### src/dllp_pkg.sv
package dllp_pkg;

    // Link states reported by the DLCM
    typedef enum logic [1:0] {
        LINK_INACTIVE = 2'd0,
        LINK_INIT1    = 2'd1,
        LINK_INIT2    = 2'd2,
        LINK_ACTIVE   = 2'd3
    } link_state_t;

    typedef logic [31:0]  dllp_body_t;    // Type byte plus three payload bytes
    typedef logic [15:0]  crc16_t;
    typedef logic [255:0] pipe_data_t;
    typedef logic [7:0]   hdr_credit_t;
    typedef logic [11:0]  data_credit_t;
    typedef logic [11:0]  seq_num_t;
    typedef logic [7:0]   dllp_type_t;

    localparam dllp_type_t TYPE_INITFC1_P   = 8'h40;
    localparam dllp_type_t TYPE_INITFC1_NP  = 8'h50;
    localparam dllp_type_t TYPE_INITFC1_CPL = 8'h60;
    localparam dllp_type_t TYPE_INITFC2_P   = 8'hC0;
    localparam dllp_type_t TYPE_INITFC2_NP  = 8'hD0;
    localparam dllp_type_t TYPE_INITFC2_CPL = 8'hE0;
    localparam dllp_type_t TYPE_UPDATEFC_P   = 8'h80;
    localparam dllp_type_t TYPE_UPDATEFC_NP  = 8'h90;
    localparam dllp_type_t TYPE_UPDATEFC_CPL = 8'hA0;
    localparam dllp_type_t TYPE_ACK          = 8'h00;
    localparam dllp_type_t TYPE_NAK          = 8'h10;

    localparam logic [15:0] SDP_TOKEN = 16'hACF0;    // Start of DLLP framing token

    localparam crc16_t CRC_POLY = 16'h100B;
    localparam crc16_t CRC_INIT = 16'hFFFF;

    // Advertised receive buffer limits, VC0 only
    localparam hdr_credit_t  CREDIT_LIMIT_P_HDR    = 8'd16;
    localparam hdr_credit_t  CREDIT_LIMIT_NP_HDR   = 8'd16;
    localparam hdr_credit_t  CREDIT_LIMIT_CPL_HDR  = 8'd16;
    localparam data_credit_t CREDIT_LIMIT_P_DATA   = 12'd16;
    localparam data_credit_t CREDIT_LIMIT_NP_DATA  = 12'd16;
    localparam data_credit_t CREDIT_LIMIT_CPL_DATA = 12'd16;

    localparam int REPEAT_GAP = 100;                        // Pause between rounds
    localparam int GAP_CNT_W  = $clog2(REPEAT_GAP + 1);

    // Flow-control body, both scale fields fixed at zero
    function automatic dllp_body_t make_fc_body(
        input dllp_type_t   fc_type,
        input hdr_credit_t  hdr,
        input data_credit_t data
    );
        return {fc_type, 2'b00, hdr, 2'b00, data};
    endfunction

endpackage

### src/dllp_active_seq.sv
`timescale 1ns/1ns

module dllp_active_seq (
    input  logic                  sclk,
    input  logic                  arst_n_i,
    input  dllp_pkg::link_state_t link_state_i,
    input  logic [11:0]           cc_p_h_i,
    input  logic [11:0]           cc_p_d_i,
    input  logic [11:0]           cc_np_h_i,
    input  logic [11:0]           cc_np_d_i,
    input  logic [11:0]           cc_cpl_h_i,
    input  logic [11:0]           cc_cpl_d_i,
    input  logic                  nak_scheduled_i,
    input  dllp_pkg::seq_num_t    next_rcv_seq_i,
    input  logic                  arb_ready_i,
    output dllp_pkg::dllp_body_t  body_o,
    output logic                  valid_o
);
    import dllp_pkg::*;

    typedef enum logic [3:0] {
        IDLE,
        BUILD_FC_P,
        SEND_FC_P,
        BUILD_FC_NP,
        SEND_FC_NP,
        BUILD_FC_CPL,
        SEND_FC_CPL,
        BUILD_AN,
        SEND_AN,
        WAIT
    } state_t;

    state_t               state_q;
    logic [GAP_CNT_W-1:0] gap_cnt_q;
    dllp_body_t           body_q;
    hdr_credit_t          p_h_q;
    hdr_credit_t          np_h_q;
    hdr_credit_t          cpl_h_q;
    data_credit_t         p_d_q;
    data_credit_t         np_d_q;
    data_credit_t         cpl_d_q;
    logic                 nak_q;
    seq_num_t             seq_q;
    logic                 in_active;
    logic                 accept;

    assign in_active = (link_state_i == LINK_ACTIVE);
    assign valid_o   = in_active &&
                       (state_q inside {SEND_FC_P, SEND_FC_NP, SEND_FC_CPL, SEND_AN});
    assign body_o    = valid_o ? body_q : '0;
    assign accept    = valid_o && arb_ready_i;

    always_ff @(posedge sclk or negedge arst_n_i) begin
        if (!arst_n_i) begin
            state_q   <= IDLE;
            gap_cnt_q <= '0;
        end else if (!in_active) begin
            state_q   <= IDLE;
            gap_cnt_q <= '0;
        end else begin
            case (state_q)
                IDLE:         state_q <= BUILD_FC_P;
                BUILD_FC_P:   state_q <= SEND_FC_P;
                SEND_FC_P:    if (accept) state_q <= BUILD_FC_NP;
                BUILD_FC_NP:  state_q <= SEND_FC_NP;
                SEND_FC_NP:   if (accept) state_q <= BUILD_FC_CPL;
                BUILD_FC_CPL: state_q <= SEND_FC_CPL;
                SEND_FC_CPL:  if (accept) state_q <= BUILD_AN;
                BUILD_AN:     state_q <= SEND_AN;
                SEND_AN:      if (accept) state_q <= WAIT;
                WAIT: begin
                    if (gap_cnt_q == GAP_CNT_W'(REPEAT_GAP)) begin
                        gap_cnt_q <= '0;
                        state_q   <= IDLE;    // Resample before the next round
                    end else begin
                        gap_cnt_q <= gap_cnt_q + 1'b1;
                    end
                end
                default:      state_q <= IDLE;
            endcase
        end
    end

    // Snapshot of consumed credits and Ack/Nak info, one per round
    always_ff @(posedge sclk) begin
        if (state_q == IDLE && in_active) begin
            p_h_q   <= cc_p_h_i[7:0];
            p_d_q   <= cc_p_d_i;
            np_h_q  <= cc_np_h_i[7:0];
            np_d_q  <= cc_np_d_i;
            cpl_h_q <= cc_cpl_h_i[7:0];
            cpl_d_q <= cc_cpl_d_i;
            nak_q   <= nak_scheduled_i;
            seq_q   <= next_rcv_seq_i;
        end
    end

    always_ff @(posedge sclk) begin
        case (state_q)
            BUILD_FC_P:   body_q <= make_fc_body(TYPE_UPDATEFC_P, p_h_q, p_d_q);
            BUILD_FC_NP:  body_q <= make_fc_body(TYPE_UPDATEFC_NP, np_h_q, np_d_q);
            BUILD_FC_CPL: body_q <= make_fc_body(TYPE_UPDATEFC_CPL, cpl_h_q, cpl_d_q);
            BUILD_AN:     body_q <= {nak_q ? TYPE_NAK : TYPE_ACK, 12'd0, seq_q};
            default:      body_q <= body_q;
        endcase
    end

endmodule

### src/dllp_crc16.sv
`timescale 1ns/1ns

module dllp_crc16 (
    input  dllp_pkg::dllp_body_t body_i,
    output dllp_pkg::crc16_t     crc_o
);
    import dllp_pkg::*;

    crc16_t crc_r;

    // Bit-serial LFSR unrolled, MSB of the body goes in first
    always_comb begin
        crc_r = CRC_INIT;
        for (int i = 31; i >= 0; i--) begin
            if (crc_r[15] ^ body_i[i]) begin
                crc_r = {crc_r[14:0], 1'b0} ^ CRC_POLY;
            end else begin
                crc_r = {crc_r[14:0], 1'b0};
            end
        end
    end

    assign crc_o = ~crc_r;    // Sent inverted

endmodule

### src/dllp_fc_init_seq.sv
`timescale 1ns/1ns

module dllp_fc_init_seq (
    input  logic                  sclk,
    input  logic                  arst_n_i,
    input  dllp_pkg::link_state_t link_state_i,
    output dllp_pkg::dllp_body_t  body_o,
    output logic                  valid_o,
    input  logic                  arb_ready_i,
    output logic                  init1_done_o,
    output logic                  init2_done_o
);
    import dllp_pkg::*;

    typedef enum logic [2:0] {
        IDLE,
        BUILD_P,
        SEND_P,
        BUILD_NP,
        SEND_NP,
        BUILD_CPL,
        SEND_CPL,
        WAIT
    } state_t;

    state_t               state_q;
    link_state_t          phase_q;    // Link state seen at the previous edge
    logic [GAP_CNT_W-1:0] gap_cnt_q;
    logic                 init1_done_q;
    logic                 init2_done_q;
    dllp_body_t           body_q;
    logic                 in_init;
    logic                 in_phase;
    logic                 is_init2;
    logic                 accept;

    assign in_init  = (link_state_i == LINK_INIT1) || (link_state_i == LINK_INIT2);
    assign in_phase = in_init && (link_state_i == phase_q);
    assign is_init2 = (link_state_i == LINK_INIT2);

    // A pending DLLP is withdrawn as soon as the phase changes
    assign valid_o = in_phase && (state_q inside {SEND_P, SEND_NP, SEND_CPL});
    assign body_o  = valid_o ? body_q : '0;
    assign accept  = valid_o && arb_ready_i;

    always_ff @(posedge sclk or negedge arst_n_i) begin
        if (!arst_n_i) begin
            state_q   <= IDLE;
            phase_q   <= LINK_INACTIVE;
            gap_cnt_q <= '0;
        end else begin
            phase_q <= link_state_i;
            if (!in_phase) begin
                // Entering or switching phase restarts at P
                state_q   <= in_init ? BUILD_P : IDLE;
                gap_cnt_q <= '0;
            end else begin
                case (state_q)
                    IDLE:      state_q <= BUILD_P;
                    BUILD_P:   state_q <= SEND_P;
                    SEND_P:    if (accept) state_q <= BUILD_NP;
                    BUILD_NP:  state_q <= SEND_NP;
                    SEND_NP:   if (accept) state_q <= BUILD_CPL;
                    BUILD_CPL: state_q <= SEND_CPL;
                    SEND_CPL:  if (accept) state_q <= WAIT;
                    WAIT: begin
                        if (gap_cnt_q == GAP_CNT_W'(REPEAT_GAP)) begin
                            gap_cnt_q <= '0;
                            state_q   <= BUILD_P;
                        end else begin
                            gap_cnt_q <= gap_cnt_q + 1'b1;
                        end
                    end
                    default:   state_q <= IDLE;
                endcase
            end
        end
    end

    // Done flags follow the first completed round of their own phase
    always_ff @(posedge sclk or negedge arst_n_i) begin
        if (!arst_n_i) begin
            init1_done_q <= 1'b0;
            init2_done_q <= 1'b0;
        end else begin
            if (link_state_i != LINK_INIT1) begin
                init1_done_q <= 1'b0;
            end else if (state_q == SEND_CPL && accept) begin
                init1_done_q <= 1'b1;
            end
            if (link_state_i != LINK_INIT2) begin
                init2_done_q <= 1'b0;
            end else if (state_q == SEND_CPL && accept) begin
                init2_done_q <= 1'b1;
            end
        end
    end

    always_ff @(posedge sclk) begin
        case (state_q)
            BUILD_P:   body_q <= make_fc_body(is_init2 ? TYPE_INITFC2_P : TYPE_INITFC1_P,
                                              CREDIT_LIMIT_P_HDR, CREDIT_LIMIT_P_DATA);
            BUILD_NP:  body_q <= make_fc_body(is_init2 ? TYPE_INITFC2_NP : TYPE_INITFC1_NP,
                                              CREDIT_LIMIT_NP_HDR, CREDIT_LIMIT_NP_DATA);
            BUILD_CPL: body_q <= make_fc_body(is_init2 ? TYPE_INITFC2_CPL : TYPE_INITFC1_CPL,
                                              CREDIT_LIMIT_CPL_HDR, CREDIT_LIMIT_CPL_DATA);
            default:   body_q <= body_q;
        endcase
    end

    assign init1_done_o = init1_done_q;
    assign init2_done_o = init2_done_q;

endmodule

### src/dllp_framer.sv
`timescale 1ns/1ns

module dllp_framer (
    input  dllp_pkg::dllp_body_t fc_body_i,
    input  logic                 fc_valid_i,
    input  dllp_pkg::dllp_body_t act_body_i,
    input  logic                 act_valid_i,
    output dllp_pkg::pipe_data_t dllp_data_o,
    output logic                 dllp_valid_o
);
    import dllp_pkg::*;

    dllp_body_t body;
    crc16_t     crc;

    // Idle sequencers drive zero, so OR is enough to merge
    assign body         = fc_body_i | act_body_i;
    assign dllp_valid_o = fc_valid_i | act_valid_i;

    dllp_crc16 u_crc (
        .body_i (body),
        .crc_o  (crc)
    );

    // SDP in the low lane, then CRC, then the body
    assign dllp_data_o = dllp_valid_o ? {192'd0, body, crc, SDP_TOKEN} : '0;

endmodule

### src/dllp_gen_top.sv
`timescale 1ns/1ns

module dllp_gen_top (
    input  logic                  sclk,
    input  logic                  arst_n_i,
    input  dllp_pkg::link_state_t link_state_i,
    input  logic [11:0]           cc_p_h_i,
    input  logic [11:0]           cc_p_d_i,
    input  logic [11:0]           cc_np_h_i,
    input  logic [11:0]           cc_np_d_i,
    input  logic [11:0]           cc_cpl_h_i,
    input  logic [11:0]           cc_cpl_d_i,
    input  logic                  nak_scheduled_i,
    input  dllp_pkg::seq_num_t    next_rcv_seq_i,
    input  logic                  arb_ready_i,
    output dllp_pkg::pipe_data_t  dllp_data_o,
    output logic                  dllp_valid_o,
    output logic                  init1_done_o,
    output logic                  init2_done_o
);
    import dllp_pkg::*;

    dllp_body_t fc_body;
    logic       fc_valid;
    dllp_body_t act_body;
    logic       act_valid;

    dllp_fc_init_seq u_fc_init_seq (
        .sclk         (sclk),
        .arst_n_i     (arst_n_i),
        .link_state_i (link_state_i),
        .body_o       (fc_body),
        .valid_o      (fc_valid),
        .arb_ready_i  (arb_ready_i),
        .init1_done_o (init1_done_o),
        .init2_done_o (init2_done_o)
    );

    dllp_active_seq u_active_seq (
        .sclk            (sclk),
        .arst_n_i        (arst_n_i),
        .link_state_i    (link_state_i),
        .cc_p_h_i        (cc_p_h_i),
        .cc_p_d_i        (cc_p_d_i),
        .cc_np_h_i       (cc_np_h_i),
        .cc_np_d_i       (cc_np_d_i),
        .cc_cpl_h_i      (cc_cpl_h_i),
        .cc_cpl_d_i      (cc_cpl_d_i),
        .nak_scheduled_i (nak_scheduled_i),
        .next_rcv_seq_i  (next_rcv_seq_i),
        .arb_ready_i     (arb_ready_i),
        .body_o          (act_body),
        .valid_o         (act_valid)
    );

    dllp_framer u_framer (
        .fc_body_i    (fc_body),
        .fc_valid_i   (fc_valid),
        .act_body_i   (act_body),
        .act_valid_i  (act_valid),
        .dllp_data_o  (dllp_data_o),
        .dllp_valid_o (dllp_valid_o)
    );

endmodule

### config.mk
export PLATFORM = sky130hd
export DESIGN_NAME = dllp_gen_top
export DESIGN_NICKNAME = d
export VERILOG_FILES = /design/src/dllp_pkg.sv /design/src/dllp_active_seq.sv /design/src/dllp_crc16.sv /design/src/dllp_fc_init_seq.sv /design/src/dllp_framer.sv /design/src/dllp_gen_top.sv
export SDC_FILE = /design/constraint.sdc
export NUM_CORES = 1
export LEC_CHECK = 0
export ABC_CLOCK_PERIOD_IN_PS = 5850
export BUFFER_PORTS_ARGS = -buffer_cell sky130_fd_sc_hd__buf_4
export CAP_MARGIN = 25
export CORE_ASPECT_RATIO = 0.9
export CORE_MARGIN = 2
export CORE_UTILIZATION = 35
export DETAILED_ROUTE_END_ITERATION = 6
export MAX_ROUTING_LAYER = met4
export PLACE_DENSITY_LB_ADDON = 0.3
export REMOVE_ABC_BUFFERS = 1
export SETUP_SLACK_MARGIN = 0.05
export SLEW_MARGIN = 20
export SYNTH_ARGS = -nofsm -noshare
export SYNTH_HDL_FRONTEND = slang
export SYNTH_SLANG_ARGS = --single-unit
### constraint.sdc
create_clock -name sclk -period 5.85 [get_ports sclk]
set_input_delay 0.8775 -clock sclk [delete_from_list [all_inputs] [get_ports sclk]]
set_output_delay 0.8775 -clock sclk [all_outputs]
set_load 0.02 [all_outputs]
# == After elaboration in Yosys (flattened, before gate mapping) ==
# Cells that the tools add are included.
# totals
regBits,162
out_inout_bits,259
word_cells,201
in_bits,90
# classes
n_reduce_logical,18
mux,64
n_addsub,2
bitwise,65
eq_ne,35
# op_table
operator,n
13-bit two-way mux,32
32-bit case mux with 4 select lines,1
4-bit inverter,31
32-bit case mux with 3 select lines,1
32-bit two-way mux,2
64-bit two-way mux,1
7-bit two-way mux,6
4-bit case mux with 10 select lines,1
32-bit OR,1
1-bit bitwise XOR,28
"3-bit != test, second input constant",9
4-bit two-way mux,6
8-bit two-way mux,3
3-bit case mux with 8 select lines,1
"4-bit by 3-bit equality test with 1-bit output, second input constant",4
16-bit inverter,1
3-bit two-way mux,5
"7-bit by 1-bit adder with 7-bit output, second input constant",2
"7-bit equality test, second input constant",2
"3-bit equality test, second input constant",4
"4-bit by 2-bit equality test with 1-bit output, second input constant",2
"4-bit equality test, second input constant",2
4-bit nonzero test,2
1-bit logical AND,7
19 further kinds,30

# == Logic depth before layout (Yosys ltp) ==
# depth
depth_word,71
depth_mapped,13
mapped_depth_nobuf,11

# == Modules after synthesis ==
# A second synthesis with hierarchy kept.
# hier_totals
hier_cells,854
hier_area_um2,9226.3
# modules_own_cells
module,cells_each,instances,area_per_inst_um2
dllp_active_seq,321,1,4528.1
dllp_framer,300,1,2235.9
dllp_crc16,104,1,1239.9
dllp_fc_init_seq,129,1,1222.4

# == Worst setup path before layout ==
# OpenSTA, ideal clock, no wires.
# synth_path
kind,input to output
start,in link_state_i[0]
end,out dllp_data_o[19]
stages,11
slack_ps,799
t_arrival_ps,4174
required_time_ps,4973
path_cell_list,inv_1 > ha_1 > or4_1 > buf_6 > o22ai_1 > xnor3_1 > xor2_1 > xnor2_1 > xnor2_1 > xor2_1 > xnor2_1
# synth_between
elab_chain_len,41
# synth_rtl
element,line,source
start: declaration,dllp_gen_top.sv:6,"input dllp_pkg::link_state_t link_state_i,"
2-bit by 1-bit equality test with 1-bit output or 2-bit equality test (tied branches),dllp_fc_init_seq.sv:37,assign in_init = (link_state_i == LINK_INIT1) || (link_state_i == LINK_INIT2);
1-bit logical OR,dllp_fc_init_seq.sv:37,
1-bit logical AND,dllp_fc_init_seq.sv:38,assign in_phase = in_init && (link_state_i == phase_q);
1-bit logical AND,dllp_fc_init_seq.sv:42,"assign valid_o = in_phase && (state_q inside {SEND_P, SEND_NP, SEND_CPL});"
32-bit two-way mux,dllp_fc_init_seq.sv:43,assign body_o = valid_o ? body_q : '0;
32-bit OR,dllp_framer.sv:17,assign body = fc_body_i | act_body_i;
13-bit two-way mux,dllp_crc16.sv:15,if (crc_r[15] ^ body_i[i]) begin
13-bit two-way mux or 4-bit inverter (tied branches) (2 in a row),--,
[24 not listed],--,
13-bit two-way mux,dllp_crc16.sv:15,
4-bit inverter (no source line) (tied with other cells),--,
13-bit two-way mux or 4-bit inverter (tied branches),--,
13-bit two-way mux,dllp_crc16.sv:15,
4-bit inverter (no source line) or 1-bit bitwise XOR (tied branches),--,
13-bit two-way mux,dllp_crc16.sv:15,
16-bit inverter,dllp_crc16.sv:23,assign crc_o = ~crc_r;
64-bit two-way mux (*),dllp_framer.sv:26,"assign dllp_data_o = dllp_valid_o ? {192'd0, body, crc, SDP_TOKEN} : '0;"
end: declaration,dllp_gen_top.sv:16,"output dllp_pkg::pipe_data_t dllp_data_o,"
# Mark *: on every way between the ends. The rest lies on a longest branch, timed or not.

# == Worst setup path in the final report ==
# layout_path
start,in link_state_i[0]
end,out dllp_data_o[18]
# layout_between
elab_chain_len,41
# layout_rtl
element,line
2-bit by 1-bit equality test with 1-bit output or 2-bit equality test (tied branches),dllp_fc_init_seq.sv:37
1-bit logical OR,dllp_fc_init_seq.sv:37
1-bit logical AND,dllp_fc_init_seq.sv:38
1-bit logical AND,dllp_fc_init_seq.sv:42
32-bit two-way mux,dllp_fc_init_seq.sv:43
32-bit OR,dllp_framer.sv:17
13-bit two-way mux,dllp_crc16.sv:15
13-bit two-way mux or 4-bit inverter (tied branches),--
[24 not listed],--
4-bit inverter (no source line),--
13-bit two-way mux,dllp_crc16.sv:15
1-bit bitwise XOR,dllp_crc16.sv:15
13-bit two-way mux,dllp_crc16.sv:15
4-bit inverter (no source line),--
13-bit two-way mux (2 in a row),dllp_crc16.sv:15
16-bit inverter,dllp_crc16.sv:23
64-bit two-way mux (*),dllp_framer.sv:26
# Marks and branches as above.

==> results.txt <==
Post-synthesis sequential area ratio -> 0.4453
R2R cell count -> 8
Worst slew pin tran -> 683.4 ps
Total track usage -> 0.1375
Prevailing post-synth register cell -> edfxtp_1
Max cap viols -> 0
Num CTS Buffers -> 17
Netlist cell types -> 60
Final max-slew violation count -> 0
Outcome -> complete, no violations
Clock root buffer -> clkbuf_16
HPWL Detailed -> 12110 microns
Worst-path maximum fanout -> 16
Routed vias -> 5034
Largest family of logic cells by synthesized area -> buffers and inverters
Post-route DRC -> 0
# IOs -> 349
Max Buffers Root-to-Sink -> 2
Antenna violations before repair -> 0
Crit share post-route -> 0.8812
Slowest-stage cell, CP -> or4_1
Pleak -> 4.058 nW
Total wire length -> 16390 microns
Post-synthesis compound-gate area fraction -> 0.08763
CP Capture Type -> primary output
Placed insts -> 1179
Arrival @ worst endpoint -> 4280 ps
DR iter-0 viols -> 228
Max frequency -> 0.1940 GHz
Clock Latency Late Sink -> 420 ps
Clk slew on worst S/H paths -> 60 ps
Most common cell in the netlist -> buf_4
Core ar. -> 0.02258 sq mm
Non-filler cells, final -> 1211
Die area -> 0.02432 sq mm
Clk sink count -> 124
Ys Warns -> 0
RR Endpoint -> u_active_seq.body_q[20]
Final WS setup -> 694.9 ps
Critical path's largest stage delay -> 670 ps
Clock Skew -> 9.792 ps
Crit-path cells -> buf_4 -> inv_1 -> ha_1 -> or4_1 -> clkinv_8 -> mux2i_1 -> o221ai_4 -> xnor2_2 -> xnor3_1 -> xnor3_2 -> xor2_1 -> nor2_1 -> buf_4
CTS tree -> yes
Drt first pass iters -> 4
Vias per std cell -> 4.157
Pre-CTS setup slack -> 651.3 ps
GRT Residual Overflow -> 0
Rows -> 52
Worst vdd ir -> 188.9 uV
Worst hold margin -> 358.9 ps
Commonest cells post-synth -> 217 x buf_4, 99 x edfxtp_1, 76 x nor2_1
Antenna Violating Nets Remaining -> 0
Final hold viol count -> 0
Crit Path Category -> in2out
Cells after Synth -> 774
Starting density of the core -> 0.3580
CTS HTree Levels -> 4
RSZ-0062 raised after global routing -> no
Setup tns final -> 0 ps
Pwr/cell area -> 267.3 mW/mm^2
Xor/xnor cell area share of the yosys netlist -> 0.1076
Pin count of the biggest net entering global routing -> 60
Top area cells in the synthesized netlist -> edfxtp_1 37%, buf_4 20%, dfrtp_1 7.7%, xnor2_1 5.3%, nor2_1 3.5%
Avg WL per Cell -> 13.54 microns
Global placement routability congestion -> 0.7658
HP Class -> in2async
CTS resizes -> 0
Synthesis-stage register bit count -> 124
Async set or reset register ratio after synthesis -> 0.2016
Most repeated library cell on the critical path -> buf_4
R2R Setup Slk -> 2830 ps
Ratio of cells with drive above 1 in the final layout -> 0.2221
Layout net count -> 998
Ant diodes -> 0
Yosys top cell area share -> 0.3679
Origin of the critical flop-to-flop path -> u_active_seq.state_q[3]
Die height -> 148.2 microns
Simple-Gate Fraction of Synth Area -> 0.1050
Port Buffers -> 128
Mapped cell area -> 0.008082 sq mm
Min Tclk post-route -> 5155 ps
Critical Path RT -> 4970 ps
# setup viols final -> 0
CP startpoint kind -> primary input
Mux contribution to synthesized area -> 0.02044
Setup repair bufs after CTS -> 0
Hold_buf cts -> 0
Vias in the first global route -> 4466
Die extent in x -> 164.2 microns
Syn avg cell area -> 10.44 sq um
Synth Area in Adders -> 0.01084
First-pass GRT wire length -> 24710 microns
Max_slew headroom -> 0.5435
Synth area leader -> edfxtp_1
Number of flops mapped to enable cells by yosys -> 99
Syn-to-layout area delta -> 13.39%
## cell families after synthesis
group                      Yosys count
buffers and inverters              256
xor gates and xnor gates            85
other                                1
and+or+nand+nor                    178
muxes                               15
adders and majority gates            7
AOI/OAI and AO/OA                  108
DFF                                124
## critical path, delay by kind of cell
family / cells / cell delay [ps]
adder cells (fa/ha/maj): 1 / 350
buffers and inverters: 4 / 460
AND/OR/NAND/NOR: 2 / 790
AO/OA/AOI/OAI: 1 / 190
XOR/XNOR: 4 / 1310
multiplexers: 1 / 280
## power by group
| group | switching, W | leakage, nW | internal [W] | total [W] |
|---|---|---|---|---|
| clock | 0.000410 | 0.282 | 0.000635 | 0.00104 |
| sequential | 0.0000201 | 1.26 | 0.00100 | 0.00102 |
| combinational | 0.000260 | 2.52 | 0.000123 | 0.000383 |
## metrics by stage
| stage | total power (W) | util | area (sq um) |
|---|---|---|---|
| after floorplan | 0.001305 | - | 7131 |
| after global placement | 0.001421 | 0.3798 | 8576 |
| after detailed placement | 0.001423 | 0.3798 | 8576 |
| after CTS | 0.002476 | 0.4059 | 9164 |
| after global routing | 0.002553 | 0.4059 | 9164 |
| final | 0.002450 | 0.4059 | 9164 |
## cell type report
type	instances	area, sq um
well taps	297	371.6
fillers	2175	13410
multi-input cells	601	3473
flip-flops and latches	124	3600
inverters	16	72.57
repair buffers	141	1059
clock buffers	18	429.2
clock inverters	14	158.9
## routing by layer
metal  global-route usage  routed length [microns]
met1               0.1765                     7125
met2               0.2046                     7598
met3              0.04434                     1359
met4              0.04693                      310
met5                    -                        0
## cells in the final DEF, fill, tap and decap left out, drive strengths merged, types with 2 or more instances in the layout
| cell | synthesis | routed |
|---|---|---|
| a21o | 2 | 2 |
| a21oi | 23 | 23 |
| a22o | 2 | 2 |
| a22oi | 9 | 9 |
| a31oi | 9 | 9 |
| and2 | 17 | 17 |
| and3 | 4 | 4 |
| buf | 226 | 141 |
| bufinv | 0 | 2 |
| clkbuf | 14 | 18 |
| clkinv | 1 | 6 |
| clkinvlp | 0 | 2 |
| conb | 1 | 208 |
| dfrtp | 25 | 25 |
| edfxtp | 99 | 99 |
| ha | 7 | 7 |
| inv | 15 | 20 |
| mux2 | 12 | 12 |
| mux2i | 3 | 3 |
| nand2 | 26 | 26 |
| nand2b | 5 | 5 |
| nand3 | 14 | 14 |
| nand4 | 3 | 3 |
| nor2 | 76 | 76 |
| nor2b | 15 | 15 |
| nor3 | 7 | 7 |
| nor4 | 3 | 3 |
| o21a | 3 | 3 |
| o21ai | 31 | 31 |
| o21bai | 2 | 2 |
| o221ai | 2 | 2 |
| o22ai | 13 | 13 |
| o31ai | 4 | 4 |
| or3 | 3 | 3 |
| xnor2 | 53 | 53 |
| xnor3 | 5 | 5 |
| xor2 | 27 | 27 |
## flip-flops by register name, indices dropped and copies added (netlist names), 4 cells and up
signal,flops
u_active_seq.body_q,23
u_active_seq.cpl_d_q,12
u_active_seq.cpl_h_q,8
u_active_seq.gap_cnt_q,7
u_active_seq.np_d_q,12
u_active_seq.np_h_q,8
u_active_seq.p_d_q,12
u_active_seq.p_h_q,8
u_active_seq.seq_q,12
u_active_seq.state_q,4
u_fc_init_seq.gap_cnt_q,7
## worst max path at each step
stage | endpoint | slack [ps] | startpoint
3_5_place_dp | dllp_data_o[29] | 650 | link_state_i[0]
3_3_place_gp | dllp_data_o[29] | 650 | link_state_i[0]
6_report | dllp_data_o[18] | 690 | link_state_i[0]
4_1_cts | dllp_data_o[29] | 640 | link_state_i[0]
2_1_floorplan | dllp_data_o[18] | 290 | u_active_seq.state_q[2]
5_1_grt | dllp_data_o[18] | 460 | link_state_i[0]
(Power assumes the default switching activity.)
